File: config.mk
export PLATFORM = sky130hd
export DESIGN_NAME = consoleUart
export DESIGN_NICKNAME = d
export VERILOG_FILES = /design/src/design/ks10Pkg.sv /design/src/design/consoleUart.sv
export SDC_FILE = /design/constraint.sdc
export NUM_CORES = 1
export LEC_CHECK = 0
export ABC_AREA = 0
export BUFFER_PORTS_ARGS = -buffer_cell sky130_fd_sc_hd__buf_2
export CAP_MARGIN = 5
export CORE_ASPECT_RATIO = 1.1
export CORE_MARGIN = 5
export CORE_UTILIZATION = 50
export CTS_BUF_LIST = sky130_fd_sc_hd__clkbuf_16
export DETAILED_ROUTE_END_ITERATION = 7
export GPL_ROUTABILITY_DRIVEN = 0
export GPL_TIMING_DRIVEN = 0
export PLACE_DENSITY = 0.82
export SLEW_MARGIN = 20
export SYNTH_ARGS = -nofsm -noshare
export SYNTH_HDL_FRONTEND = slang
export SYNTH_SLANG_ARGS = --single-unit
export TNS_END_PERCENT = 30
File: constraint.sdc
create_clock -name clk -period 5.1 [get_ports clk]
set_clock_uncertainty 0.15 [all_clocks]
set_input_delay 0.255 -clock clk [delete_from_list [all_inputs] [get_ports clk]]
set_output_delay 0.255 -clock clk [all_outputs]
set_load 0.1 [all_outputs]
File: src/design/ks10Pkg.sv
// Bus widths, address map and bus structs shared by all blocks
// Only the low memWords of physical memory are fitted; IO map is minimal

`default_nettype none

package ks10Pkg;

   //////////////////////////////////////////////////////////////////////
   // Bus widths
   //////////////////////////////////////////////////////////////////////

   localparam int dataWidth = 36;             // KS10 word
   localparam int addrWidth = 22;             // Physical address bits 14..35

   // Main memory
   localparam int memWords    = 1024;
   localparam int memAddrBits = $clog2(memWords);

   //////////////////////////////////////////////////////////////////////
   // IO address map
   //////////////////////////////////////////////////////////////////////

   localparam logic [addrWidth-1:0] ioBaseCons = 22'o0200000;   // Console page
   localparam int                   consRegs   = 3;
   localparam logic [1:0]           consTxData = 2'd0;          // Write starts char
   localparam logic [1:0]           consRxData = 2'd1;          // Last received char
   localparam logic [1:0]           consStatus = 2'd2;          // {rxValid, txBusy}

   localparam logic [addrWidth-1:0] ioBaseUba   = 22'o1763000;  // Adapter map page
   localparam int                   ubaRegs     = 8;
   localparam int                   ubaAddrBits = $clog2(ubaRegs);

   // Console serial line
   localparam int clksPerBit   = 4;
   localparam int clkDivBits   = $clog2(clksPerBit);
   localparam int rxMidBit     = clksPerBit / 2 - 1;    // Sample point in a bit
   localparam int charBits     = 8;
   localparam int frameBits    = charBits + 2;          // Start + data + stop
   localparam int frameCntBits = $clog2(frameBits);

   //////////////////////////////////////////////////////////////////////
   // Bus structs
   //////////////////////////////////////////////////////////////////////

   typedef struct packed {
      logic                 read;
      logic                 write;
      logic                 io;                         // IO space, not memory
      logic [addrWidth-1:0] addr;
      logic [dataWidth-1:0] data;                       // Write data
   } busReqT;

   typedef struct packed {
      logic                 ack;
      logic [dataWidth-1:0] data;                       // Zero unless acking a read
   } busRspT;

endpackage

`default_nettype wire

File: src/design/consoleUart.sv
// Console registers plus an 8N1 serial line at clksPerBit clocks per bit
// A transmit write while busy is acked and dropped; no framing error flag

`timescale 1ns/10ps
`default_nettype none

module consoleUart
   import ks10Pkg::*;
(
   input  wire    clk,
   input  wire    rstN,
   input  wire    busReqT busReq,
   output busRspT consRsp,
   input  wire    conRxd,          // Serial in, asynchronous
   output logic   conTxd           // Serial out, idles high
);

   logic [addrWidth-1:0]    regOff;        // Offset into console page
   logic                    sel;
   logic                    txStart, rxRead;
   logic                    rspAck;
   logic [dataWidth-1:0]    rspData;

   logic [frameBits-1:0]    txShift;       // {stop, data, start}
   logic [clkDivBits-1:0]   txDiv;
   logic [frameCntBits-1:0] txBitCnt;
   logic                    txBusy;

   logic [2:0]              rxSync;        // Two sync flops + edge history
   logic                    rxLine, rxEdge, rxSample;
   logic                    rxActive, rxValid;
   logic [clkDivBits-1:0]   rxDiv;
   logic [frameCntBits-1:0] rxBitCnt;
   logic [charBits-1:0]     rxShift, rxData;

   //////////////////////////////////////////////////////////////////////
   // Bus decode and registers
   //////////////////////////////////////////////////////////////////////

   assign regOff = busReq.addr - ioBaseCons;
   assign sel    = busReq.io & (busReq.read | busReq.write)
                 & (busReq.addr >= ioBaseCons)
                 & (regOff < addrWidth'(consRegs));

   assign txStart = sel & busReq.write & (regOff[1:0] == consTxData) & ~txBusy;
   assign rxRead  = sel & busReq.read  & (regOff[1:0] == consRxData);

   always_ff @(posedge clk or negedge rstN) begin
      if (!rstN) begin
         rspAck  <= 1'b0;
         rspData <= '0;
      end else begin
         rspAck  <= sel;                   // Writes to any reg are acked
         rspData <= '0;
         if (sel & busReq.read) begin
            case (regOff[1:0])
               consRxData: rspData <= {{(dataWidth-charBits){1'b0}}, rxData};
               consStatus: rspData <= {{(dataWidth-2){1'b0}}, rxValid, txBusy};
               default:    rspData <= '0;  // Tx data is write only
            endcase
         end
      end
   end

   assign consRsp.ack  = rspAck;
   assign consRsp.data = rspData;

   //////////////////////////////////////////////////////////////////////
   // Transmitter
   //////////////////////////////////////////////////////////////////////

   always_ff @(posedge clk or negedge rstN) begin
      if (!rstN) begin
         txBusy   <= 1'b0;
         txDiv    <= '0;
         txBitCnt <= '0;
         txShift  <= '1;
      end else if (txStart) begin
         txShift  <= {1'b1, busReq.data[charBits-1:0], 1'b0};
         txBusy   <= 1'b1;
         txDiv    <= '0;
         txBitCnt <= '0;
      end else if (txBusy) begin
         if (txDiv == clkDivBits'(clksPerBit - 1)) begin   // End of a bit
            txDiv    <= '0;
            txShift  <= {1'b1, txShift[frameBits-1:1]};    // LSB first
            txBitCnt <= txBitCnt + 1'b1;
            if (txBitCnt == frameCntBits'(frameBits - 1)) begin
               txBusy <= 1'b0;                             // Stop bit done
            end
         end else begin
            txDiv <= txDiv + 1'b1;
         end
      end
   end

   assign conTxd = txBusy ? txShift[0] : 1'b1;

   //////////////////////////////////////////////////////////////////////
   // Receiver
   //////////////////////////////////////////////////////////////////////

   assign rxLine   = rxSync[1];
   assign rxEdge   = rxSync[2] & ~rxSync[1];              // Falling edge = start
   assign rxSample = rxActive & (rxDiv == clkDivBits'(rxMidBit));

   always_ff @(posedge clk or negedge rstN) begin
      if (!rstN) begin
         rxSync   <= 3'b111;
         rxActive <= 1'b0;
         rxDiv    <= '0;
         rxBitCnt <= '0;
         rxValid  <= 1'b0;
         rxData   <= '0;
      end else begin
         rxSync <= {rxSync[1:0], conRxd};
         if (rxRead) begin
            rxValid <= 1'b0;
         end
         if (!rxActive) begin
            if (rxEdge) begin
               rxActive <= 1'b1;
               rxDiv    <= '0;
               rxBitCnt <= '0;
            end
         end else begin
            rxDiv <= (rxDiv == clkDivBits'(clksPerBit - 1)) ? '0 : rxDiv + 1'b1;
            if (rxSample) begin
               rxBitCnt <= rxBitCnt + 1'b1;
               if (rxBitCnt == '0 && rxLine) begin
                  rxActive <= 1'b0;                       // Glitch, not a start
               end else if (rxBitCnt == frameCntBits'(frameBits - 1)) begin
                  rxActive <= 1'b0;                       // Stop bit sampled
                  rxValid  <= 1'b1;                       // Wins over a read
                  rxData   <= rxShift;
               end
            end
         end
      end
   end

   // Data bits shift in LSB first
   always_ff @(posedge clk) begin
      if (rxSample && rxBitCnt != '0 && rxBitCnt != frameCntBits'(frameBits - 1)) begin
         rxShift <= {rxLine, rxShift[charBits-1:1]};
      end
   end

endmodule

`default_nettype wire

==> insert_results.sql <==
INSERT INTO impl_metrics (metric_group, metric, value, unit) VALUES
('sta', 'rsz0062_at_grt', 'false', ''),
('cells_and_area', 'design.final.nets', '377', ''),
('worst_setup_path', 'critPathArrivalTime', '2.20', 'ns'),
('cells_and_area', 'finish.cell_count_without_fillers', '360', ''),
('detailed_routing', 'remaining_drc_errors', '0', ''),
('synthesis', 'dominant_cell_type_by_area_after_synthesis', 'dfrtp_1', ''),
('sta', 'timing.final.setup_violations', '0', ''),
('placed_design', 'placed_cells_incl_taps', '350', ''),
('synthesis', 'yosys_warnings', '0', ''),
('synthesis', 'synth_ff_type', 'dfrtp_1', ''),
('synthesis', 'synth_enable_flop_cells', '8', ''),
('synthesis', 'asyncSetResetFlopFracSynth', '84.6', '%'),
('pwr', 'max-vdd-ir-drop', '0.000216', 'V'),
('detailed_routing', 'detail_route.first_pass.iterations', '4', ''),
('synthesis', 'syn_area_per_cell', '11.5', 'sq um'),
('floorplan', 'floorplan.io_pins', '102', ''),
('global_route', 'global_route.usage.total', '13.8', '%'),
('worst_setup_path', 'timing.critical_path.required', '5.12', 'ns'),
('worst_setup_path', 'slowest_stage', 'nor3_2', ''),
('cells_and_area', 'finalInstanceArea', '0.00309', 'sq mm'),
('pwr', 'power.switching_fraction', '32.4', '%'),
('sta', 'fin_crit_sh', '42.7', '%'),
('worst_setup_path', 'timing.critical_path.to_type', 'flop', ''),
('pwr', 'power_switching', '367', 'uW'),
('detailed_routing', 'dr_total_vias', '1674', ''),
('clock_tree', 'clk_pin_slew_worst_paths', '0.06', 'ns'),
('floorplan', 'floorplan.die_area', '0.00658', 'sq mm'),
('global_route', 'grt.overflow.total', '0', ''),
('cells_and_area', 'synthesis_to_finish_area_growth', '22.1', '%'),
('worst_setup_path', 'crit_path_max_fanout', '10', ''),
('worst_setup_path', 'timing.critical_path.slowest_cell_delay', '0.63', 'ns'),
('synthesis', 'synth-seq-cells', '52', ''),
('detailed_routing', 'vias_per_cell', '4.65', ''),
('detailed_routing', 'post_route_wl', '4.37', 'mm'),
('placed_design', 'dp.final_hpwl', '3.28', 'mm'),
('pwr', 'static-leakage-power', '0.00160', 'uW'),
('pwr', 'total_power', '1130', 'uW'),
('cells_and_area', 'fin_util', '62.2', '%'),
('pwr', 'cellPowerDensity', '366', 'mW/mm^2'),
('sta', 'fin_crit', '2.18', 'ns'),
('clock_tree', 'total_clock_buffers_created_by_cts', '5', ''),
('floorplan', 'die_height', '84.6', 'um'),
('synthesis', 'synth_most_common_cell', 'dfrtp_1', ''),
('global_route', 'grt_pass1_vias', '1759', ''),
('worst_setup_path', 'path_buf_inv', '1', ''),
('clock_tree', 'clockBufferDepth', '2', ''),
('clock_tree', 'cts.htree.levels', '2', ''),
('worst_hold_path', 'hold_class', 'in -> reg', ''),
('global_route', 'number_of_antenna_violations_at_the_first_check_in_global_routing', '0', ''),
('outcome', 'run_status', 'finished, final reports clean', ''),
('worst_setup_path', 'worst_path_dominant_cell_family', 'simple AND/OR/NAND/NOR gates', ''),
('run', 'cap_viol_max_count', '0', ''),
('worst_setup_path', 'crit_path_start_kind', 'flop', ''),
('worst_setup_path', 'critical_path_class', 'reg -> reg', ''),
('placed_design', 'placed_area', '0.00293', 'sq mm'),
('synthesis', 'post_synth_most_frequent_cells', '32 x dfrtp_1, 30 x buf_4, 22 x nand2_1', ''),
('floorplan', 'std_cell_rows', '27', ''),
('clock_tree', 'clock-root-buffer', 'clkbuf_16', ''),
('pwr', 'part_of_the_power_in_combinational_logic', '25.2', '%'),
('sta', 'fin_tns_setup', '0', 'ns'),
('synthesis', 'synth_area', '0.00253', 'sq mm'),
('cells_and_area', 'diodes', '0', ''),
('detailed_routing', 'route.antenna.remaining_nets', '0', ''),
('global_route', 'grt_max_degree', '45', ''),
('placed_design', 'numPortBuffers', '45', ''),
('floorplan', 'initial_utilization', '50.9', '%'),
('detailed_routing', 'drt_iter0_markers', '68', ''),
('synthesis', 'post_synth_num_cell_types', '41', ''),
('synthesis', 'netlist_instances', '220', ''),
('sta', 'fmax', '0.459', 'GHz'),
('clock_tree', 'postCtsSetupBuffers', '0', '');
## final timing paths
check	from	endpoint	slack [ns]	depth (start not counted)
max	rxDiv[1]$_DFFE_PN0P_	rxData[6]$_DFFE_PN0P_	2.92	5
min	busReq[0]	txShift[1]$_DFFE_PN1P_	0.02	3
max reg2reg	rxDiv[1]$_DFFE_PN0P_	rxData[6]$_DFFE_PN0P_	2.92	5
min reg2reg	rxSync[0]$_DFF_PN1_	rxSync[1]$_DFF_PN1_	0.21	0
min in group asynchronous	rstN	txDiv[0]$_DFFE_PN0P_	0.51	2
max in group asynchronous	rstN	rxData[6]$_DFFE_PN0P_	3.71	2
## power by group through the flow
stage | clock (uW) | combinational (uW) | sequential (uW)
global placement | 0 | 274 | 533
global route | 335 | 317 | 536
detailed placement | 0 | 283 | 536
CTS | 322 | 287 | 528
floorplan | 0 | 236 | 525
finish | 317 | 285 | 528
## worst reg2reg max path: cells and delay by family (launching register included)
kind          cells  cell delay [ns]
simple gates      2             0.77
mux               1             0.42
flops             1             0.39
fa+ha+maj         1             0.27
buf+inv           1             0.06
## cells in the final DEF, fill, tap and decap left out, types with 3 or more instances in the layout
| cell | netlist | layout |
|---|---|---|
| nor4_1 | 3 | 3 |
| ha_1 | 12 | 12 |
| edfxtp_1 | 8 | 8 |
| a21o_1 | 5 | 5 |
| dfrtp_1 | 32 | 32 |
| dfstp_2 | 12 | 12 |
| and2_1 | 7 | 7 |
| a22o_2 | 5 | 5 |
| mux2_2 | 9 | 9 |
| clkbuf_1 | 3 | 3 |
| a21oi_1 | 3 | 3 |
| buf_2 | 0 | 45 |
| nand2b_1 | 4 | 4 |
| nand2_1 | 22 | 22 |
| inv_1 | 11 | 12 |
| o21ai_0 | 8 | 8 |
| xnor2_1 | 3 | 3 |
| buf_4 | 30 | 30 |
| conb_1 | 1 | 28 |
| clkbuf_16 | 0 | 5 |
| nor2_1 | 13 | 13 |
## area by class of cell
class | count | area, sq um
clock inverters | 3 | 15.0
fillers | 420 | 1880
clock buffers | 5 | 125
plain buffers | 34 | 248
inverters | 11 | 41.3
well taps | 58 | 72.6
multi-input cells | 150 | 983
repair buffers | 47 | 245
flip-flops and latches | 52 | 1360
## kinds of logic (layout without fill, tap and decap cells)
family / count (synthesis) / in the layout / share of synthesized area, %
simple gates: 62 / 62 / 13.0
flops: 52 / 52 / 53.7
buf+inv: 45 / 100 / 11.4
compound gates: 32 / 32 / 9.31
fa+ha+maj: 12 / 12 / 5.94
mux: 11 / 11 / 4.80
xor+xnor: 5 / 5 / 1.73
other cells: 1 / 28 / 0.148
## metrics by stage
step / hold WS (ns) / setup WS [ns]
global route: 0.0410 / 2.76
CTS: 0.0208 / 2.85
global placement: 0.198 / 2.95
detailed placement: 0.198 / 2.91
floorplan: -0.191 / 3.22
finish: 0.0212 / 2.92
## layer usage
layer / vias to the layer above / GRT usage (%) / routed length (um)
met4: 0 / 2.66 / 38
met1: 782 / 16.0 / 1740
met2: 31 / 25.4 / 2380
met5: - / 0 / 0
li1: 854 / - / -
met3: 7 / 3.43 / 200
## repair_timing
action	CTS	global route
endpoints found under the hold margin	3	0
gates resized for setup	0	0
hold buffers	2	0
## registers in the layout, indices dropped and copies added (netlist names)
| register | cells |
|---|---|
| txBitCnt | 4 |
| txDiv | 2 |
| rxDiv | 2 |
| rxSync | 3 |
| rspAck | 1 |
| rxValid | 1 |
| txShift | 9 |
| rspData | 8 |
| rxShift | 8 |
| txBusy | 1 |
| rxData | 8 |
| rxBitCnt | 4 |
| rxActive | 1 |
Power figures use the tool's default switching activity.
