## src/design/ks10Pkg.sv

```systemverilog
// Bus widths, address map and bus structs shared by all blocks
// Only the low memWords of physical memory are fitted; IO map is minimal

`default_nettype none

package ks10Pkg;

   //////////////////////////////////////////////////////////////////////
   // Bus widths
   //////////////////////////////////////////////////////////////////////

   localparam int dataWidth = 36;             // KS10 word
   localparam int addrWidth = 22;             // Physical address bits 14..35

   // Main memory
   localparam int memWords    = 1024;
   localparam int memAddrBits = $clog2(memWords);

   //////////////////////////////////////////////////////////////////////
   // IO address map
   //////////////////////////////////////////////////////////////////////

   localparam logic [addrWidth-1:0] ioBaseCons = 22'o0200000;   // Console page
   localparam int                   consRegs   = 3;
   localparam logic [1:0]           consTxData = 2'd0;          // Write starts char
   localparam logic [1:0]           consRxData = 2'd1;          // Last received char
   localparam logic [1:0]           consStatus = 2'd2;          // {rxValid, txBusy}

   localparam logic [addrWidth-1:0] ioBaseUba   = 22'o1763000;  // Adapter map page
   localparam int                   ubaRegs     = 8;
   localparam int                   ubaAddrBits = $clog2(ubaRegs);

   // Console serial line
   localparam int clksPerBit   = 4;
   localparam int clkDivBits   = $clog2(clksPerBit);
   localparam int rxMidBit     = clksPerBit / 2 - 1;    // Sample point in a bit
   localparam int charBits     = 8;
   localparam int frameBits    = charBits + 2;          // Start + data + stop
   localparam int frameCntBits = $clog2(frameBits);

   //////////////////////////////////////////////////////////////////////
   // Bus structs
   //////////////////////////////////////////////////////////////////////

   typedef struct packed {
      logic                 read;
      logic                 write;
      logic                 io;                         // IO space, not memory
      logic [addrWidth-1:0] addr;
      logic [dataWidth-1:0] data;                       // Write data
   } busReqT;

   typedef struct packed {
      logic                 ack;
      logic [dataWidth-1:0] data;                       // Zero unless acking a read
   } busRspT;

endpackage

`default_nettype wire

```

## src/design/busArbiter.sv

```systemverilog
// Responses are ORed; only one responder may ack in a cycle
// nxmIrq flags a memory request that got no ack, in the response cycle

`timescale 1ns/10ps
`default_nettype none

module busArbiter
   import ks10Pkg::*;
(
   input  wire    clk,
   input  wire    rstN,
   input  wire    busReqT busReq,
   input  wire    busRspT memRsp,
   input  wire    busRspT consRsp,
   input  wire    busRspT ubaRsp,
   output busRspT busRsp,
   output logic   nxmIrq
);

   logic memCycle;                // Last cycle carried a memory request

   //////////////////////////////////////////////////////////////////////
   // Track memory requests in flight
   //////////////////////////////////////////////////////////////////////

   always_ff @(posedge clk or negedge rstN) begin
      if (!rstN) begin
         memCycle <= 1'b0;
      end else begin
         memCycle <= (busReq.read | busReq.write) & ~busReq.io;
      end
   end

   //////////////////////////////////////////////////////////////////////
   // Response merge
   //////////////////////////////////////////////////////////////////////

   // Idle responders drive zero data, so a plain OR is enough
   always_comb begin
      busRsp.ack  = memRsp.ack  | consRsp.ack  | ubaRsp.ack;
      busRsp.data = memRsp.data | consRsp.data | ubaRsp.data;
   end

   // Memory access with nobody answering
   assign nxmIrq = memCycle & ~busRsp.ack;

endmodule

`default_nettype wire

```

## config.mk

```make
export PLATFORM = sky130hd
export DESIGN_NAME = busArbiter
export DESIGN_NICKNAME = d
export VERILOG_FILES = /design/src/design/ks10Pkg.sv /design/src/design/busArbiter.sv
export SDC_FILE = /design/constraint.sdc
export NUM_CORES = 1
export LEC_CHECK = 0
export BUFFER_PORTS_ARGS = -buffer_cell sky130_fd_sc_hd__buf_2
export CORE_AREA = 10 10 74 76
export CTS_BUF_LIST = sky130_fd_sc_hd__clkbuf_16
export CTS_CLUSTER_DIAMETER = 30
export DETAILED_ROUTE_END_ITERATION = 8
export DIE_AREA = 0 0 84 86
export GPL_TIMING_DRIVEN = 0
export PLACE_DENSITY_LB_ADDON = 0.12
export SYNTH_ARGS = -nofsm -noshare
export SYNTH_HDL_FRONTEND = slang
export SYNTH_SLANG_ARGS = --single-unit
```

## constraint.sdc

```tcl
create_clock -name clk -period 0.8 [get_ports clk]
set_input_delay 0.12 -clock clk [delete_from_list [all_inputs] [get_ports clk]]
set_output_delay 0.12 -clock clk [all_outputs]
set_load 0.01 [all_outputs]
```

==> impl_summary.md, run 1 <==
Timing
Setup slack on the critical path of the routed design comes to -0.0519 ns. The part of the cycle the worst path needs is 106%. Setup repair after global routing could not meet its margin everywhere. The final-report max-slew violation count was 0. The final hold violation count is 0. Derived from the worst setup path, the maximum achievable clock frequency is 1170 MHz. The relative slew slack is 88.9%. The number of setup violations in the final report is 37. At the pin with the least slew margin, the transition time is 0.166 ns. The time the final worst path needs with I/O delays and setup is 0.852 ns.

Floorplan
The core region is 0.00397 mm^2. The initial utilization of the core area, before any placement, comes to 6.93%. The height of the die is 86 um. The overall die area is 0.00722 mm^2.

The number of core rows is 23. The overall die width is 84 um. The number of top-level design ports is 212.

Route
Summing over every cut layer, the via total after detailed routing is 979. For this run, the detailed router's first-pass iteration total came to 4. After detailed routing, the total wire length is 4.20 mm.

The remaining antenna violation count after routing is 0. The remaining design rule violation count is 0. After the first detailed-routing iteration, the DRC count stood at 5. The average via count per standard cell is 4.01. The routed length per instance is 17.2 um.

Critical path
In this run the worst setup path terminates at busRsp[36]. The cell with the biggest individual delay on the critical path is or3_4. STA classifies the critical path startpoint as a primary input. The signal on the critical path passes through buf_6, or3_4, buf_6. In this design, the critical path's most frequently occurring cell is buf_6. The maximum fanout encountered on the critical timing path is 2. Data on the critical path is required at its endpoint by 0.68 ns. STA classifies the critical path endpoint as an output pin. The startpoint of the worst setup timing path is consRsp[36]. The largest incremental delay on the critical path is 0.38 ns. The setup path with the least slack is of type in2out. Counting buffers and inverters, the worst setup path is 3 cells deep. The kind of cell with the highest combined delay on the critical path is simple AND/OR/NAND/NOR gates.

The count of buffering cells on the critical path with inverters included is 2. For the worst setup path, the data arrival time is 0.73 ns.

Global routing
Entering global routing, the biggest net connects 3 pins. The number of antenna violations at the first check in global routing is 0. The overall fraction of global-route tracks in use is 9.76%. The remaining global-route overflow is 0.

The via count of the first global-routing pass is 1197. The wire length of the first global-routing pass is 5.94 mm.

Yosys
The synthesized flop and latch total is 1. The number of nets in the synthesized netlist is 214. The count of distinct cell types in the synthesized netlist is 4. Synthesis produced 40 cells. The share of synthesized area occupied by flip-flops and latches is 9.09%. The Yosys warning count is 0. The mean cell area of the mapped netlist is 6.88 um^2.

The mapped netlist covers 275 um^2.

Flow run
The number of maximum-capacitance constraint violations is 0.

Place
At the end of routability-driven placement, the weighted congestion stood at 0.673. Input and output buffers added on the ports amount to 153. The number of placed instances with taps included is 243.

The placed wire-length estimate is 3.74 mm. Before CTS, the worst setup slack after placement is -0.0649 ns.

Run status
The run finished, with violations left. The checks that failed: setup timing.

Power and ir drop
The leakage power figure is 0.000804 uW. The worst-case IR drop observed on VDD is 0.000169 V. Power spread over the standard cell area amounts to 447 mW/mm^2.

Min path
Along the worst hold path, the cell count comes to 2. In this run the worst hold path is classified as in2reg.

Cells and area
The layout net count is 370. The post-route netlist has 87.1% of its cells at a drive strength greater than 1. More flip-flops sit in one register than any other, and that register is memCycle. The largest registers in the layout are memCycle (1).

The count of antenna diodes in the layout is 0. Excluding fillers, the count of instances in the completed layout stands at 244. The number of flip-flops under the largest register name is 1.

The synthesis-to-layout area growth is 483%.

Clock tree
The clock-pin slew of the registers on the worst-case setup and hold paths is 0 ns.
[routing by layer]
metal | global-route usage (%) | vias to the layer above | wire length, um
li1 | - | 468 | -
met1 | 9.36 | 412 | 1460
met2 | 17.4 | 97 | 2020
met3 | 7.19 | 2 | 693
met4 | 0.457 | 0 | 26
met5 | 0 | - | 0
[synth_stat cells]
master / number / area [um^2]
dfrtp_1: 1 / 25.0
or3_1: 37 / 231
o21ba_2: 1 / 10.0
nor4b_1: 1 / 8.76
[area by class of cell]
| type | count | area [um^2] |
|---|---|---|
| Multi-Input combinational cell | 39 | 335 |
| Timing Repair Buffer | 154 | 1180 |
| Sequential cell | 1 | 25.0 |
| Fill cell | 411 | 2370 |
| Tap cell | 50 | 62.6 |
[report_power, final]
| part | internal [uW] | leakage [uW] | total, uW | switching (uW) |
|---|---|---|---|---|
| clock network | 0 | 0 | 0 | 0 |
| logic | 489 | 0.000792 | 662 | 173 |
| registers | 54.7 | 0.0000123 | 55.9 | 1.13 |
| total | 544 | 0.000804 | 718 | 174 |
[worst min-delay path by stage]
stage	startpoint	endpoint	slack, ns
after floorplan	rstN	memCycle$_DFF_PN0_	-0.18
after global placement	rstN	memCycle$_DFF_PN0_	-0.10
after detailed placement	rstN	memCycle$_DFF_PN0_	-0.10
after CTS	busReq[60]	memCycle$_DFF_PN0_	0.34
after global routing	busReq[60]	memCycle$_DFF_PN0_	0.36
final	busReq[60]	memCycle$_DFF_PN0_	0.34
[cell usage in the layout (no fill, tap or decap), drive strengths merged]
cell | netlist | final
buf | 0 | 153
dfrtp | 1 | 1
dlygate4sd3 | 0 | 1
nor4b | 1 | 1
o21ba | 1 | 1
or3 | 37 | 37
[kinds of logic (layout without fill, tap and decap cells)]
logic type      Yosys count  count (layout)  share of synthesized area [%]
compound gates            1               1                           3.64
buf+inv                   0             154                              0
flops                     1               1                           9.09
simple gates             38              38                           87.3
[repair_timing]
item,CTS,global route
hold buffers,1,0
setup endpoints to repair,37,38
setup buffers,0,0
endpoints found under the hold margin,1,0
pin swaps,35,13
resized for setup,41,39
[metrics by stage]
step | util (%) | hold slack, ns | TNS (ns) | power (uW) | instance area [um^2]
finish | 40.4 | 0.342 | -1.00 | 718 | 1610
global route | 40.4 | 0.360 | -1.64 | 769 | 1610
CTS | 34.6 | 0.344 | -1.08 | 615 | 1370
detailed placement | 27.9 | -0.104 | -1.39 | 492 | 1110
global placement | 27.9 | -0.105 | -1.34 | 488 | 1110
floorplan | - | -0.176 | 0 | 156 | 282
(Power assumes the default switching activity.)
==> run 2, diff against run 1 <==
--- a/config.mk
+++ b/config.mk
@@ -6,6 +6,8 @@
 export NUM_CORES = 1
 export LEC_CHECK = 0
 export BUFFER_PORTS_ARGS = -buffer_cell sky130_fd_sc_hd__buf_2
+export CELL_PAD_IN_SITES_DETAIL_PLACEMENT = 0
+export CELL_PAD_IN_SITES_GLOBAL_PLACEMENT = 1
 export CORE_AREA = 10 10 74 76
 export CTS_BUF_LIST = sky130_fd_sc_hd__clkbuf_16
 export CTS_CLUSTER_DIAMETER = 30
==> impl_summary.md, run 2 (same netlist as run 1, synthesis figures left out) <==
Flow run
The number of maximum-capacitance constraint violations is 0 (unchanged).

Timing
The part of the cycle the worst path needs is 106% (about the same). RSZ-0062 raised after global routing: yes (unchanged). The upper clock frequency limit was 1180 MHz (was 1170 MHz). The number of setup violations in the final report is 37 (unchanged). The final hold violation count was 0 (unchanged). The final-report max-slew violation count came to 0 (unchanged).

The pin slew with the least headroom to its limit is 0.167 ns (was 0.166 ns). The smallest setup slack after layout was -0.0471 ns (was -0.0519 ns). The relative slew slack was 88.9% (about the same). The final sum of negative setup slack is -0.951 ns (was -1.00 ns).

The time the final worst path needs with I/O delays and setup is 0.847 ns (was 0.852 ns).

Place
The global placer's final weighted congestion was 0.760 (was 0.673). The count of input and output buffers is 153 (unchanged). The number of placed instances with taps included came to 243 (unchanged).

Critical path
The maximum fanout encountered on the critical timing path is 1 (was 2). The category of the worst setup path launch point was a primary input (unchanged). The type of the worst setup path is in2out (unchanged). The data required time at the worst endpoint is 0.68 ns (about the same). The worst endpoint data arrival time is 0.73 ns (about the same). The endpoint kind of the worst setup timing path is an output pin (unchanged).

Cells and area
The fraction of layout cells with a size suffix above 1 is 82.6% (was 87.1%). Largest registers in the final layout: memCycle (1) (unchanged). The most frequent standard cell in the layout excluding fill and tap cells is buf_2 (unchanged). The layout net count is 371 (was 370). The final core utilization is 38.7% (was 40.4%). The register containing the most flip-flops in the final layout is memCycle (unchanged).

The number of flip-flops under the largest register name is 1 (unchanged). Top library cells by usage in the layout, fill and taps aside: 92 x buf_2, 62 x buf_6, 32 x or3_1 (was 88 x buf_2, 65 x buf_6, 23 x or3_1). The count of antenna diodes in the layout was 0 (unchanged). The final standard cell count with taps included and fillers excluded is 245 (was 244). The synthesis-to-layout area growth is 459% (was 483%).

Route
The remaining design rule violation count is 0 (unchanged). The violation count after the first detailed-route iteration is 3 (was 5). The via count of the routed design is 963 (was 979). The average via count per standard cell is 3.93 (was 4.01).

The remaining antenna violation count after routing is 0 (unchanged). The routed length per instance came to 16.0 um (was 17.2 um). The number of iterations in the first detailed-routing pass is 2 (was 4).

The total length of routed wires came to 3.93 mm (was 4.20 mm).

Global routing
The number of antenna violations at the first check in global routing came to 0 (unchanged). The maximum number of pins on one net before global-route repair is 3 (unchanged). The wire length of the first global-routing pass is 5.42 mm (was 5.94 mm). The overall fraction of global-route tracks in use came to 8.91% (was 9.76%). The via count of the first global-routing pass was 1110 (was 1197).

The remaining global-route overflow was 0 (unchanged).

Floorplan
The core area is 0.00397 mm^2 (unchanged). The number of core rows is 23 (unchanged). The number of top-level design ports was 212 (unchanged). The height of the die came to 86 um (unchanged). The starting utilization of the core area is 6.93% (unchanged).

The overall die width is 84 um (unchanged). The overall die area is 0.00722 mm^2 (unchanged).

Min path
The path category of the worst min-delay check is in2reg (unchanged). The count of cells along the worst hold path came to 2 (unchanged). The worst hold path endpoint is memCycle$_DFF_PN0_ (unchanged). The hold path startpoint is busReq[60] (unchanged).

Power and ir drop
The leakage power figure was 0.000775 uW (was 0.000804 uW). The ratio of total power to cell area was 444 mW/mm^2 (was 447 mW/mm^2). The highest ir drop seen on vdd is 0.000240 V (was 0.000169 V).

Run status
Outcome: finished, violations left (unchanged). Violations in the final reports: setup timing (unchanged).

Clock tree
The clock-pin slew of the registers on the worst-case setup and hold paths is 0 ns (about the same).
-- run 2: cell types whose count changed in the layout (fill, tap and decap cells not counted), sizes merged --
cell / change
buf: +1
-- run 2: metal layers --
| metal | global-route usage [%] | share of wire [%] | vias up |
|---|---|---|---|
| met2 | 18.9 | 56 | 81 |
| met5 | 0 | 0 | - |
| met4 | 0 | 0 | 0 |
| met1 | 7.97 | 33 | 412 |
| li1 | - | - | 470 |
| met3 | 3.78 | 11 | 0 |
-- run 2: timing repair --
item / 4_1_cts / 5_1_grt
setup buffers: 1 / 0
hold buffers: 1 / 0
pin swaps: 37 / 17
hold endpoints to repair: 1 / 0
gates resized for setup: 38 / 29
setup endpoints to repair: 37 / 38
-- run 2: report_power, final --
group	total [uW]	internal (uW)	switching, uW
registers	55.3	54.7	0.587
logic	628	470	158
clock network	0	0	0
-- run 2: per-stage QoR --
stage / hold slack (ns) / instance area, um^2 / total power [uW] / setup slack [ns]
2_1_floorplan: -0.176 / 282 / 156 / 0.110
3_3_place_gp: -0.103 / 1110 / 481 / -0.0479
3_5_place_dp: -0.103 / 1110 / 487 / -0.0608
4_1_cts: 0.343 / 1370 / 607 / -0.0525
5_1_grt: 0.350 / 1540 / 733 / -0.0680
6_report: 0.345 / 1540 / 683 / -0.0471
-- run 2: how the worst max path moves through the flow --
stage                                  start  slack, ns  cells past startpoint    endpoint
final                             ubaRsp[33]      -0.05                      3  busRsp[33]
after global routing              ubaRsp[33]      -0.07                      3  busRsp[33]
after global placement            consRsp[3]      -0.05                      3   busRsp[3]
after CTS                         ubaRsp[30]      -0.05                      3  busRsp[30]
after detailed placement         consRsp[30]      -0.06                      3  busRsp[30]
after floorplan           memCycle$_DFF_PN0_       0.11                      1      nxmIrq
-- run 2: critical path: stages --
cell and delay [ns]:
buf_6 0.09, or3_1 0.37, buf_2 0.15
-- run 2: layout make-up --
| type | instances | area (um^2) |
|---|---|---|
| Fill cell | 435 | 2430 |
| Timing Repair Buffer | 155 | 1170 |
| Multi-Input combinational cell | 39 | 282 |
| Tap cell | 50 | 62.6 |
| Sequential cell | 1 | 25.0 |
==> run 3, diff against run 2 <==
==> constraint.sdc (replaced) <==
create_clock -name clk -period 0.8 [get_ports clk]
set_input_delay 0.16 -clock clk [delete_from_list [all_inputs] [get_ports clk]]
set_output_delay 0.16 -clock clk [all_outputs]
set_load 0.01 [all_outputs]
==> impl_summary.md, run 3 (same netlist as run 1, synthesis figures left out) <==
Run status
Outcome: finished, violations left (unchanged). Violations in the final reports: setup timing (unchanged).

Cells and area
The most frequent standard cell in the layout excluding fill and tap cells is buf_2 (unchanged). The number of flip-flops under the largest register name is 1 (unchanged). The count of antenna diodes in the layout is 0 (unchanged).

Top library cells by usage in the layout, fill and taps aside: 92 x buf_2, 62 x buf_6, 32 x or3_1 (unchanged). The synthesis-to-layout area growth is 459% (unchanged). The layout net count came to 371 (unchanged). The fraction of layout cells with a size suffix above 1 is 82.6% (unchanged). Largest registers in the final layout: memCycle (1) (unchanged). The register containing the most flip-flops in the final layout is memCycle (unchanged).

Global routing
The wire length of the first global-routing pass is 5.42 mm (unchanged). The met1 capacity usage during global routing is 7.97% (unchanged). The busiest metal layer after global routing is met2 (unchanged).

The maximum number of pins on one net before global-route repair was 3 (unchanged). The met3 demand-to-capacity share in global routing came to 3.78% (unchanged). The number of antenna violations at the first check in global routing is 0 (unchanged). The overall fraction of global-route tracks in use is 8.91% (unchanged). The remaining global-route overflow is 0 (unchanged).

The met2 track utilization from global routing was 18.9% (unchanged). The via count of the first global-routing pass is 1110 (unchanged).

Route
The via count of the routed design was 969 (was 963). The total length of routed wires is 3.95 mm (was 3.93 mm). The number of iterations in the first detailed-routing pass is 3 (was 2). The routed length per instance is 16.1 um (was 16.0 um). The average via count per standard cell was 3.96 (was 3.93). The remaining design rule violation count is 0 (unchanged). The violation count after the first detailed-route iteration is 4 (was 3).

The remaining antenna violation count after routing is 0 (unchanged).

Place
The count of input and output buffers was 153 (unchanged). The global placer's final weighted congestion is 0.760 (unchanged).

Critical path
The startpoint of the worst setup timing path is ubaRsp[33] (unchanged). The endpoint kind of the worst setup timing path was an output pin (unchanged). The data required time at the worst endpoint is 0.64 ns (was 0.68 ns). The worst endpoint data arrival time is 0.77 ns (was 0.73 ns).

The maximum fanout encountered on the critical timing path is 1 (unchanged). The type of the worst setup path is in2out (unchanged). The category of the worst setup path launch point is a primary input (unchanged).

Timing
The final hold violation count is 0 (unchanged). The pin slew with the least headroom to its limit is 0.167 ns (about the same). The number of setup violations in the final report is 38 (was 37). The upper clock frequency limit is 1080 MHz (was 1180 MHz).

The final sum of negative setup slack is -4.00 ns (was -0.951 ns). The time the final worst path needs with I/O delays and setup is 0.927 ns (was 0.847 ns). The relative slew slack is 88.8% (was 88.9%).

The final-report max-slew violation count was 0 (unchanged). The part of the cycle the worst path needs is 116% (was 106%). RSZ-0062 raised after global routing: yes (unchanged).

The smallest setup slack after layout is -0.127 ns (was -0.0471 ns).

Clock tree
The clock-pin slew of the registers on the worst-case setup and hold paths is 0 ns (about the same).

Floorplan
The number of core rows is 23 (unchanged). The starting utilization of the core area came to 6.93% (unchanged). The overall die width was 84 um (unchanged). The height of the die came to 86 um (unchanged). The number of top-level design ports is 212 (unchanged).

The core area is 0.00397 mm^2 (unchanged). The overall die area was 0.00722 mm^2 (unchanged).

Flow run
The number of maximum-capacitance constraint violations is 0 (unchanged).

Min path
The hold path startpoint was busReq[60] (unchanged). The path category of the worst min-delay check is in2reg (unchanged).

Power and ir drop
The ratio of total power to cell area came to 445 mW/mm^2 (was 444 mW/mm^2). The leakage power figure is 0.000775 uW (unchanged). The highest ir drop seen on vdd was 0.000240 V (about the same). The sum of internal, switching and leakage power came to 685 uW (was 683 uW).
## run 3: worst paths after layout
| check | to | slack (ns) | cells past startpoint |
|---|---|---|---|
| worst min-delay path | memCycle$_DFF_PN0_ | 0.38 | 2 |
| max in group asynchronous | memCycle$_DFF_PN0_ | 0.23 | 2 |
| worst max-delay path | busRsp[33] | -0.13 | 3 |
| min in group asynchronous | memCycle$_DFF_PN0_ | 0.49 | 2 |
## run 3: final cells by class
class                           count  area, um^2
Sequential cell                     1        25.0
Tap cell                           50        62.6
Fill cell                         437        2430
Timing Repair Buffer              155        1170
Multi-Input combinational cell     39         282
## run 3: worst max-delay path: stages
cell and delay [ns]:
buf_6 0.09, or3_1 0.37, buf_2 0.15
## run 3: what timing repair did
action / 4_1_cts / 5_1_grt
hold buffers: 1 / 0
setup buffers: 1 / 0
pin swaps: 37 / 18
endpoints found under the setup margin: 38 / 38
hold endpoints to repair: 1 / 0
gates resized for setup: 39 / 28
## run 3: where the power goes
part	switching [uW]	internal, uW	total, uW
registers	0.631	54.7	55.3
logic	159	470	629
clock network	0	0	0
total	160	524	685
## run 3: layer usage
metal | wire length, um | vias up | part of all wire, %
li1 | - | 470 | -
met1 | 1310 | 418 | 33
met2 | 2230 | 81 | 56
met3 | 413 | 0 | 10
met4 | 0 | 0 | 0
met5 | 0 | - | 0
## run 3: through the flow
stage	hold slack, ns	worst slack, ns	utilization (%)	instances	instance area (um^2)
6_report	0.385	-0.127	38.7	245	1540
2_1_floorplan	-0.136	0.0699	-	40	282
5_1_grt	0.390	-0.148	38.7	245	1540
3_5_place_dp	-0.0627	-0.141	27.9	243	1110
4_1_cts	0.383	-0.132	34.5	245	1370
3_3_place_gp	-0.0628	-0.128	27.9	243	1110
