`src/design/ks10Pkg.sv`:
```
// Bus widths, address map and bus structs shared by all blocks
// Only the low memWords of physical memory are fitted; IO map is minimal

`default_nettype none

package ks10Pkg;

   //////////////////////////////////////////////////////////////////////
   // Bus widths
   //////////////////////////////////////////////////////////////////////

   localparam int dataWidth = 36;             // KS10 word
   localparam int addrWidth = 22;             // Physical address bits 14..35

   // Main memory
   localparam int memWords    = 1024;
   localparam int memAddrBits = $clog2(memWords);

   //////////////////////////////////////////////////////////////////////
   // IO address map
   //////////////////////////////////////////////////////////////////////

   localparam logic [addrWidth-1:0] ioBaseCons = 22'o0200000;   // Console page
   localparam int                   consRegs   = 3;
   localparam logic [1:0]           consTxData = 2'd0;          // Write starts char
   localparam logic [1:0]           consRxData = 2'd1;          // Last received char
   localparam logic [1:0]           consStatus = 2'd2;          // {rxValid, txBusy}

   localparam logic [addrWidth-1:0] ioBaseUba   = 22'o1763000;  // Adapter map page
   localparam int                   ubaRegs     = 8;
   localparam int                   ubaAddrBits = $clog2(ubaRegs);

   // Console serial line
   localparam int clksPerBit   = 4;
   localparam int clkDivBits   = $clog2(clksPerBit);
   localparam int rxMidBit     = clksPerBit / 2 - 1;    // Sample point in a bit
   localparam int charBits     = 8;
   localparam int frameBits    = charBits + 2;          // Start + data + stop
   localparam int frameCntBits = $clog2(frameBits);

   //////////////////////////////////////////////////////////////////////
   // Bus structs
   //////////////////////////////////////////////////////////////////////

   typedef struct packed {
      logic                 read;
      logic                 write;
      logic                 io;                         // IO space, not memory
      logic [addrWidth-1:0] addr;
      logic [dataWidth-1:0] data;                       // Write data
   } busReqT;

   typedef struct packed {
      logic                 ack;
      logic [dataWidth-1:0] data;                       // Zero unless acking a read
   } busRspT;

endpackage

`default_nettype wire

```
`src/design/unibusAdapter.sv`:
```
// Adapter mapping registers only; no Unibus devices behind them
// Registers are written as whole words and clear on reset

`timescale 1ns/10ps
`default_nettype none

module unibusAdapter
   import ks10Pkg::*;
(
   input  wire    clk,
   input  wire    rstN,
   input  wire    busReqT busReq,
   output busRspT ubaRsp
);

   logic [dataWidth-1:0]   mapRegs [ubaRegs];     // Page mapping registers
   logic [addrWidth-1:0]   regOff;
   logic [ubaAddrBits-1:0] regIdx;
   logic                   sel;                   // Request hits the page
   logic                   rspAck;
   logic [dataWidth-1:0]   rspData;

   //////////////////////////////////////////////////////////////////////
   // Page decode
   //////////////////////////////////////////////////////////////////////

   assign regOff = busReq.addr - ioBaseUba;
   assign regIdx = regOff[ubaAddrBits-1:0];
   assign sel    = busReq.io & (busReq.read | busReq.write)
                 & (busReq.addr >= ioBaseUba)
                 & (regOff < addrWidth'(ubaRegs));

   //////////////////////////////////////////////////////////////////////
   // Registers and response
   //////////////////////////////////////////////////////////////////////

   always_ff @(posedge clk or negedge rstN) begin
      if (!rstN) begin
         for (int i = 0; i < ubaRegs; i++) begin
            mapRegs[i] <= '0;
         end
         rspAck  <= 1'b0;
         rspData <= '0;
      end else begin
         rspAck  <= sel;
         rspData <= (sel & busReq.read) ? mapRegs[regIdx] : '0;
         if (sel & busReq.write) begin
            mapRegs[regIdx] <= busReq.data;       // Whole-word write
         end
      end
   end

   assign ubaRsp.ack  = rspAck;
   assign ubaRsp.data = rspData;

endmodule

`default_nettype wire

```
`config.mk`:
```
export PLATFORM = sky130hd
export DESIGN_NAME = unibusAdapter
export DESIGN_NICKNAME = d
export VERILOG_FILES = /design/src/design/ks10Pkg.sv /design/src/design/unibusAdapter.sv
export SDC_FILE = /design/constraint.sdc
export NUM_CORES = 1
export LEC_CHECK = 0
export ABC_AREA = 0
export BUFFER_PORTS_ARGS = -buffer_cell sky130_fd_sc_hd__buf_2
export CAP_MARGIN = 20
export CORE_MARGIN = 3
export CORE_UTILIZATION = 53
export DETAILED_ROUTE_END_ITERATION = 7
export PLACE_DENSITY = 0.83
export SYNTH_ARGS = -nofsm -noshare
export SYNTH_HDL_FRONTEND = slang
export SYNTH_SLANG_ARGS = --single-unit
```
`constraint.sdc`:
```
create_clock -name clk -period 1.4 [get_ports clk]
set_input_delay 0.28 -clock clk [delete_from_list [all_inputs] [get_ports clk]]
set_output_delay 0.28 -clock clk [all_outputs]
set_load 0.1 [all_outputs]
```
==> results of run 1 <==
-- cells in the final DEF, fill, tap and decap left out, drive strengths merged, types with 2 or more instances in the layout --
cell	instances
clkbuf	54
or3b	2
nor3b	3
nand2	12
nor3	3
diode	3
mux2	289
a22oi	2
nor4b	4
o221ai	24
dfrtp	325
or4	11
buf	260
o2111ai	2
bufinv	7
inv	7
nor4	33
o22ai	93
clkinv	5
o22a	24
or2	2
nand3	3
nor2b	2
nor2	16
-- critical path: cells and delay by family --
family                     cells  cell delay (ns)
AOI/OAI and AO/OA              2             0.61
and+or+nand+nor                2             0.59
muxes                          1             0.32
adders and majority gates      1             0.24
buffers and inverters          4             0.66
-- final timing paths --
check	slack (ns)	depth (start not counted)	endpoint
max	-0.92	10	mapRegs[267]$_DFFE_PN0P_
min	0.12	2	mapRegs[248]$_DFFE_PN0P_
max reg2reg	-0.08	3	rspData[27]$_DFF_PN0_
min reg2reg	0.50	1	mapRegs[250]$_DFFE_PN0P_
max in group asynchronous	0.46	4	mapRegs[75]$_DFFE_PN0P_
min in group asynchronous	0.24	2	mapRegs[261]$_DFFE_PN0P_
-- report_power, final --
part           internal, mW  switching (mW)
clock                  6.19            4.10
sequential             9.39       0.0000251
combinational         0.512           0.940
-- flip-flops by register name (all words and copies together), names as in the netlist --
signal	cells
mapRegs	288
rspAck	1
rspData	36
-- layer usage --
layer	track usage [%]	routed length (µm)	vias to the layer above
li1	-	-	4061
met5	0	0	-
met1	40.89	18540	5533
met2	53.34	24970	941
met3	6.124	5142	348
met4	16.79	4301	0
-- final cells by class --
class | count | area share, %
Inverter | 4 | 0.07582
Sequential cell | 325 | 41.07
Multi-Input combinational cell | 547 | 33.43
Clock buffer | 45 | 4.859
Clock inverter | 16 | 1.428
Antenna cell | 3 | 0.03791
Timing Repair Buffer | 270 | 17.02
Tap cell | 330 | 2.085
-- logic make-up (layout without fill, tap and decap cells) --
| family | after synthesis | count (layout) | synth area share [%] |
|---|---|---|---|
| DFF | 325 | 325 | 59.39 |
| muxes | 289 | 289 | 23.77 |
| AOI/OAI and AO/OA | 156 | 156 | 8.224 |
| and+or+nand+nor | 100 | 100 | 5.236 |
| buffers and inverters | 68 | 335 | 3.225 |
| adders and majority gates | 1 | 1 | 0.09136 |
| xor gates and xnor gates | 1 | 1 | 0.06397 |
| other | 0 | 3 | 0 |
-- stage by stage --
step                      setup WS, ns  setup TNS [ns]  utilization [%]  hold WS (ns)  std cells
final                          -0.9239         -245.15            78.41        0.1159       1540
after CTS                      -0.7732         -230.54            73.81       0.09051       1522
after detailed placement        -1.443         -409.26            65.41        0.1787       1428
after global placement          -1.380         -403.00            65.41        0.1781       1428
after floorplan                 -1.159         -360.52                -      -0.01559        940
after global routing           -0.9127         -259.49            78.40        0.1156       1539
-- what timing repair did --
item,CTS,global route
resized for setup,90,271
gates cloned,9,9
pin swaps,6,21
hold buffers,1,0
hold endpoints to repair,73,0
buffers inserted,23,13
setup endpoints to repair,362,362
==> metrics.cfg, run 1 <==
[outcome]
status=finished, violations left
failed_checks=setup timing

[worst_setup_path]
cp_max_fo=8
required_ns=1.80
critPathLaunch=busReq[45]
rr_startpoint=mapRegs[243]$_DFFE_PN0P_
cp_common_cell=buf_12
end_kind=register
cp_slowest_cell=a2111o_1
cp_slowest_stage_delay_ns=0.45
criticalPathCategory=input pin to register
cp-start-kind=input pin
crit_chain=buf_8 > ha_4 > nor4_2 > o2111ai_1 > a2111o_1 > buf_12 > nor4_4 > buf_6 > buf_12 > mux2_4
critPathArrivalTime_ns=2.72

[clock_network]
clk_latency_ns=0.53
clk_pin_slew_ns=0.06
cts_buffer_depth=3
htree_levels=2
numCtsBuffers=34
clock-sinks=325
cts_tree=done
cts_root_buf=clkbuf_16

[synthesis]
ys_seq_elements=325
syn_inst=940
syn_avg_cell_area_um2=14.57
synth_ff_type=dfrtp_1
async_flop_share_pct=100.0
yosys_warnings=0
synth_commonest_cells=dfrtp_1, mux2_2, o22ai_1, clkbuf_1, mux2_1
yosysMostFrequentCell=dfrtp_1
syn_nets=1004
synth_edf_count=0
ys_seq_area_share_pct=59.39
ys_types=50
yosysTopAreaCell=dfrtp_1
ys_top_cells_by_area=dfrtp_1, mux2_2, o22ai_1
syn_area_mm2=0.01369
synth_top_area_share_pct=59.39

[global_routing]
track_usage_pct=32.29
antenna_found_initial=3
grt_max_degree=63
grt_pass1_vias=11270
overflow=0
grt_pass1_wl_um=69210

[detailed_routing]
first_pass_iters=7
drtAntennaViolNets=0
vias=10880
wl_per_cell_um=34.39
drt_wl_total_um=52950
detail_route.iter0.violations=1274
vias_per_cell=7.067
route.detailed.drc=0

[sta]
setup_violations=338
max_slew.worst_pin.slew_ns=0.6098
slew_viol_final=0
worst_slack_ns=-0.9239
finalCriticalPeriod_ns=2.324
hold_violations=0
rsz0062_at_grt=true
relSlewSlack_pct=59.35
skew_ns=0.02026
period_share_pct=166.0
fmax_ghz=0.4303

[layout]
nets=1246
fillCellCount=1214
drive_above_1_share_pct=54.35
multi_input_area_mm2=0.006620
area_growth_pct=44.62
ff_latch_area_mm2=0.008133
design_area_mm2=0.01980

[hold_path]
min_from=busReq[32]
hp-class=input pin to register

[die]
io_pins=100
die_w_um=166.7
die-area_mm2=0.02780
core_area_mm2=0.02525
row_count=58
chipHeight_um=166.7
initial_utilization_pct=54.22

[pwr]
powerDensity_mw_per_mm2=1066
power.total_mw=21.12
ir_drop_mv=1.049
p_leak_nw=9.350

[place]
port_buffers=99
place_area_mm2=0.01652
place_hpwl_um=23120
place_congestion=0.8111

[run]
max_cap_viol_count=0

(Power assumes the default switching activity.)
==> run 2: changes to the inputs <==
clock period = 2.2 ns   (was 1.4 ns; I/O delays follow)
==> run 2 against run 1 <==
Effect of this change:
- the run still ends with setup timing left
- critical path depth shrank 1
- via count shrank 7.1%
- die area is the same
- sequential cell count is the same
- critical path type unchanged
- largest cell class unchanged
==> metrics.cfg, run 2 (same netlist as run 1, synthesis figures left out) <==
[pwr]
intPower_mw=9.614  ; -40%
ir_drop_mv=0.6914  ; -34%
pwr-share-seq_pct=47.2  ; +2.8 points
pwr-share-comb_pct=6.6  ; -0.3 points
switching_share_pct=24.10  ; +0.26 points
power.total_mw=12.67  ; -40%
clkPwrFrac_pct=46.2  ; -2.5 points
p_sw_mw=3.053  ; -39%
powerDensity_mw_per_mm2=667.4  ; -37%
p_leak_nw=9.051  ; -3.2%

[sta]
hold_violations=0  ; unchanged
setup_violations=311  ; -8.0%
fmax_ghz=0.4042
worst_slack_ns=-0.2743  ; +0.6496 ns
relSlewSlack_pct=52.71  ; -6.6 points
finalCriticalPeriod_ns=2.474
max_slew.worst_pin.slew_ns=0.7094  ; +0.09964 ns
slew_viol_final=0  ; unchanged
skew_ns=0.02061  ; +0.0003514 ns
period_share_pct=112.5
fin_hold_ws_ns=0.2692  ; +0.1532 ns
rsz0062_at_grt=true

[global_routing]
antenna_found_initial=3  ; unchanged
grt_pass1_vias=11050  ; -1.9%
overflow=0  ; unchanged
track_usage_pct=31.48  ; -0.81 points
grt_max_degree=77  ; +22%
grt_pass1_wl_um=68080  ; -1.6%

[detailed_routing]
vias=10110  ; -7.1%
detail_route.iter0.violations=1026  ; -19%
route.detailed.drc=0  ; unchanged
wl_per_cell_um=31.08  ; -9.6%
drt_wl_total_um=46900  ; -11%
first_pass_iters=5  ; -2
drtAntennaViolNets=0  ; unchanged
vias_per_cell=6.696  ; -5.2%

[worst_setup_path]
end_kind=register
rrSetupSlack_ns=0.81  ; +0.89 ns
critPathArrivalTime_ns=2.87  ; +0.15 ns
rr_startpoint=mapRegs[27]$_DFFE_PN0P_
cp_slowest_stage_delay_ns=0.52  ; +0.07 ns
cp_top_family=simple AND/OR/NAND/NOR gates
worst-path-buf-inv=3  ; -1
reg2reg_depth=3  ; unchanged
required_ns=2.60  ; +0.80 ns
crit_chain=buf_8 > ha_4 > nor4b_4 > o2111ai_2 > a2111oi_2 > buf_4 > or4b_4 > buf_12 > nor4_1
reg2reg_to=rspData[27]$_DFF_PN0_
cp_max_fo=14  ; +6
cp-start-kind=input pin
cp_slowest_cell=or4b_4
criticalPathCategory=input pin to register

[die]
io_pins=100  ; unchanged
die_w_um=166.7  ; unchanged
initial_utilization_pct=54.22  ; unchanged
chipHeight_um=166.7  ; unchanged
core_area_mm2=0.02525  ; unchanged
die-area_mm2=0.02780  ; unchanged
row_count=58  ; unchanged

[layout]
multi_input_area_mm2=0.006611  ; -0.13%
final_common_cell=dfrtp_1
fillCellCount=1336  ; +10%
final_cell_mix=dfrtp_1, mux2_4, buf_2
nets=1216  ; -2.4%
area_growth_pct=38.61
instances_no_fill=1509  ; -2.0%
largest_reg_flops=288  ; unchanged
ff_latch_area_mm2=0.008133  ; unchanged
regMostFlops=mapRegs
design_area_mm2=0.01898  ; -4.2%
drive_above_1_share_pct=53.57  ; -0.78 points
largest_registers=mapRegs x288, rspData x36, rspAck x1

[hold_path]
hp-class=input pin to register
min_from=busReq[33]
hold_depth=2  ; unchanged
holdPathEnd=mapRegs[33]$_DFFE_PN0P_

[place]
place_area_mm2=0.01604  ; -2.9%
place_inst=1395  ; -2.3%
pre_cts_ws_ns=-0.8300  ; +0.6131 ns
place_hpwl_um=21900  ; -5.2%
place_congestion=0.8122  ; +0.14%
port_buffers=99  ; unchanged

[outcome]
failed_checks=setup timing
status=finished, violations left

[clock_network]
clock-sinks=325  ; unchanged
htree_levels=2  ; unchanged
clk_latency_ns=0.52  ; about the same
numCtsBuffers=34  ; unchanged
clk_pin_slew_ns=0.07  ; about the same
cts_buffer_depth=3  ; unchanged
cts_root_buf=clkbuf_16
cts_tree=done

[run]
max_cap_viol_count=0  ; unchanged

==> run 2: cell count changes in the layout (fill, tap and decap cells not counted), moves of 5 or more <==
cell       previous run  this run
buf_2                59        96
buf_12               78        51
buf_4                67        41
buf_6                41        23
mux2_4              264       280
mux2_1               21         8
bufinv_16             7         2
==> run 2: worst max-delay path by stage <==
| stage | from | to | slack [ns] | depth (start not counted) |
|---|---|---|---|---|
| 2_1_floorplan | busReq[45] | mapRegs[221]$_DFFE_PN0P_ | -0.52 | 8 |
| 3_3_place_gp | busReq[45] | rspData[16]$_DFF_PN0_ | -0.72 | 9 |
| 3_5_place_dp | busReq[45] | rspData[28]$_DFF_PN0_ | -0.83 | 9 |
| 4_1_cts | busReq[45] | mapRegs[230]$_DFFE_PN0P_ | -0.13 | 11 |
| 5_1_grt | busReq[45] | rspData[18]$_DFF_PN0_ | -0.35 | 9 |
| 6_report | busReq[45] | rspData[18]$_DFF_PN0_ | -0.27 | 9 |
==> run 2: stage by stage <==
step | setup TNS [ns] | util (%)
after floorplan | -152.89 | -
after global placement | -197.97 | 63.52
after detailed placement | -215.53 | 63.52
after CTS | -16.26 | 72.97
after global routing | -54.63 | 75.14
final | -34.66 | 75.15
==> run 2: worst register-to-register path, delay by kind of cell, from the launching register on <==
family | cells | cell delay (ns)
simple gates | 2 | 0.79
flops | 1 | 0.39
compound gates | 1 | 0.13
==> run 2: what timing repair did <==
action,4_1_cts,5_1_grt
setup endpoints to repair,321,324
cloned,14,7
pin swaps,18,8
hold buffers,1,0
gates resized for setup,164,91
hold endpoints to repair,64,0
buffers inserted,27,7
==> run 2: cell type report <==
| cell class | instances | area share, % |
|---|---|---|
| antenna | 3 | 0.03955 |
| clock buffer | 48 | 5.129 |
| clock inverter | 12 | 0.6988 |
| inverter | 4 | 0.07911 |
| multi-input combinational | 547 | 34.83 |
| sequential | 325 | 42.85 |
| tap | 330 | 2.175 |
| timing repair buffer | 240 | 14.19 |
==> run 2: routing by layer <==
metal / GRT usage [%] / part of all wire [%] / vias up
li1: - / - / 4013
met5: 0 / 0.015 / -
met4: 14.67 / 5.4 / 2
met1: 41.55 / 37 / 5240
met3: 6.124 / 8.7 / 199
met2: 50.82 / 49 / 651
==> run 2: power by group through the flow <==
| stage | sequential, mW | clock, mW | combinational (mW) |
|---|---|---|---|
| 3_5_place_dp | 6.09 | 0 | 0.704 |
| 6_report | 5.97 | 5.85 | 0.839 |
| 3_3_place_gp | 6.09 | 0 | 0.684 |
| 2_1_floorplan | 6.09 | 0 | 0.258 |
| 5_1_grt | 5.97 | 6.10 | 0.888 |
| 4_1_cts | 5.98 | 5.74 | 0.773 |
==> run 3: changes to the inputs <==
CELL_PAD_IN_SITES_DETAIL_PLACEMENT = 1   (was not set)
CELL_PAD_IN_SITES_GLOBAL_PLACEMENT = 2   (was not set)
CORE_UTILIZATION = 43   (was 53)
PLACE_DENSITY = 0.9   (was 0.83)
==> run 3 against run 2 <==
Effect of this change:
- the run still ends with setup timing left
- highest routed layer unchanged
- sequential cell count did not move
- non-clock buffer count rose by 17
- die area rose by 22%
- worst hold slack got worse by 0.022 ns
- setup slack improved by 0.033 ns
- register-to-register slack got worse by 0.05 ns
- first-iteration DRC count fell by 11%
- cell area rose by 1.8%
- via count rose by 3.5%
- critical path depth rose by 2
- clock power rose by 9.2%
==> metrics.cfg, run 3 (same netlist as run 1, synthesis figures left out) <==
[worst_setup_path]
required_ns=2.62  ; +0.02 ns
critPathLaunch=busReq[45]
cp_max_fo=8  ; -6
critPathArrivalTime_ns=2.86  ; about the same
reg2reg_to=rspData[27]$_DFF_PN0_
cp_common_cell=buf_12
cp_slowest_stage_delay_ns=0.36  ; -0.16 ns
cp_top_family=buffers and inverters
path_depth=11  ; +2
cp_slowest_cell=o32a_4
crit_chain=buf_8 > ha_4 > nor3_4 > mux2_4 > o32a_4 > buf_12 > nor4_4 > buf_4 > buf_12 > buf_12 > mux2_4
rrSetupSlack_ns=0.76  ; -0.05 ns
end_kind=register
reg2reg_depth=3  ; unchanged
worst-path-buf-inv=5  ; +2
criticalPathCategory=input pin to register
rr_startpoint=mapRegs[135]$_DFFE_PN0P_
cp-start-kind=input pin
cp-endpoint=mapRegs[15]$_DFFE_PN0P_

[detailed_routing]
routedLengthMet1_um=21470  ; +23%
dr_wl_met2_um=29060  ; +28%
vias=10460  ; +3.5%
vias_per_cell=6.565  ; -2.0%
top_layer_used=met5
met3_wirelength_um=3952  ; -3.0%
first_pass_iters=6  ; +1
wl_per_cell_um=36.19  ; +16%
drtAntennaViolNets=0  ; unchanged
route.detailed.drc=0  ; unchanged
drt_wl_total_um=57650  ; +23%
detail_route.iter0.violations=916  ; -11%

[clock_network]
clk_latency_ns=0.56  ; +0.04 ns
cts_root_buf=clkbuf_16
cts_buffer_depth=3  ; unchanged
clk_pin_slew_ns=0.07  ; about the same
cts_tree=done
clock-sinks=325  ; unchanged
numCtsBuffers=36  ; +5.9%
htree_levels=2  ; unchanged

[layout]
design_area_mm2=0.01932  ; +1.8%
largest_reg_flops=288  ; unchanged
n_antenna_cell=0  ; -3
multi_input_area_mm2=0.006748  ; +2.1%
drive_above_1_share_pct=55.64  ; +2.1 points
ff_latch_area_mm2=0.008133  ; unchanged
largest_registers=mapRegs x288, rspData x36, rspAck x1
regMostFlops=mapRegs
fillCellCount=2767  ; +110%
final_cell_mix=dfrtp_1, mux2_4, buf_2
nets=1235  ; +1.6%
area_growth_pct=41.09
instances_no_fill=1593  ; +5.6%
final_util_pct=62.34  ; -13 points
final_common_cell=dfrtp_1

[sta]
hold_violations=0  ; unchanged
fin_hold_ws_ns=0.2470  ; -0.02213 ns
final.setup.tns_ns=-31.88  ; +2.782 ns
finalCriticalPeriod_ns=2.441  ; -0.03337 ns
slew_viol_final=0  ; unchanged
setup_violations=301  ; -3.2%
relSlewSlack_pct=65.33  ; +13 points
worst_slack_ns=-0.2409  ; +0.03337 ns
rsz0062_at_grt=true
period_share_pct=111.0  ; -1.5 points
skew_ns=0.03387  ; +0.01325 ns
fmax_ghz=0.4097  ; +1.4%
max_slew.worst_pin.slew_ns=0.5200  ; -0.1894 ns

[outcome]
status=finished, violations left
failed_checks=setup timing

[place]
place_hpwl_um=25880  ; +18%
place_area_mm2=0.01621  ; +1.1%
port_buffers=99  ; unchanged
pre_cts_ws_ns=-1.053  ; -0.2234 ns
place_inst=1467  ; +5.2%
place_congestion=0.7735  ; -4.8%

[die]
core_area_mm2=0.03099  ; +23%
die-area_mm2=0.03402  ; +22%
row_count=64  ; +10%
die_w_um=184.5  ; +11%
initial_utilization_pct=44.19  ; -10 points
io_pins=100  ; unchanged
chipHeight_um=184.5  ; +11%

[hold_path]
hold_depth=2  ; unchanged
hp-class=input pin to register

[pwr]
ir_drop_mv=0.4740  ; -31%
powerDensity_mw_per_mm2=686.2  ; +2.8%
p_leak_nw=9.164  ; +1.2%
power.total_mw=13.26  ; +4.7%

[global_routing]
overflow=0  ; unchanged
grt_pass1_vias=11760  ; +6.4%
grt_pass1_wl_um=79220  ; +16%
antenna_found_initial=1  ; -2
track_usage_pct=31.47  ; about the same
grt_max_degree=83  ; +7.8%

[run]
max_cap_viol_count=0  ; unchanged

run 3: cell types whose count changed in the layout (fill, tap and decap cells not counted), moves of 4 or more:
| cell | previous run | this run |
|---|---|---|
| buf_6 | 23 | 27 |
| buf_8 | 11 | 6 |
| buf_12 | 51 | 47 |
| mux2_1 | 8 | 0 |
| mux2_4 | 280 | 284 |
| nor2_2 | 1 | 7 |
| buf_4 | 41 | 63 |
| nor2_4 | 9 | 3 |
| nor4_4 | 20 | 30 |
| nor4_2 | 10 | 3 |
| mux2_2 | 1 | 5 |
run 3: cell type report:
type / count / area share, %
clock buffer: 53 / 5.356
clock inverter: 11 / 0.7642
inverter: 4 / 0.07772
multi-input combinational: 547 / 34.93
sequential: 325 / 42.10
tap: 396 / 2.565
timing repair buffer: 257 / 14.22
run 3: what timing repair did:
action                     4_1_cts  5_1_grt
hold endpoints to repair        33        0
cloned                          13        8
hold buffers                     1        0
buffers inserted                36       11
gates resized for setup        161       85
pin swaps                       30       11
setup endpoints to repair      322      323
run 3: worst min path at each step:
stage               start                        to
6_report       busReq[32]   mapRegs[32]$_DFFE_PN0P_
5_1_grt        busReq[32]   mapRegs[32]$_DFFE_PN0P_
4_1_cts         busReq[1]  mapRegs[145]$_DFFE_PN0P_
3_5_place_dp         rstN   mapRegs[47]$_DFFE_PN0P_
3_3_place_gp         rstN   mapRegs[11]$_DFFE_PN0P_
2_1_floorplan        rstN    mapRegs[0]$_DFFE_PN0P_
run 3: power by group:
group / total, mW / internal (mW) / switching (mW) / leakage (nW)
clock network: 6.39 / 3.63 / 2.75 / 0.579
logic: 0.896 / 0.287 / 0.610 / 4.04
registers: 5.97 / 5.97 / 0.0000164 / 4.54
run 3: per-layer routing:
metal	up-vias	track usage, %
met5	-	0
met1	5577	38.52
met4	2	15.72
met2	617	53.40
li1	4039	-
met3	223	6.059
run 3: worst reg2reg max path, stage by stage (launching register included):
cell	delay, ns
dfrtp_1	0.42
o22ai_1	0.15
or4_1	0.64
nor2_2	0.13
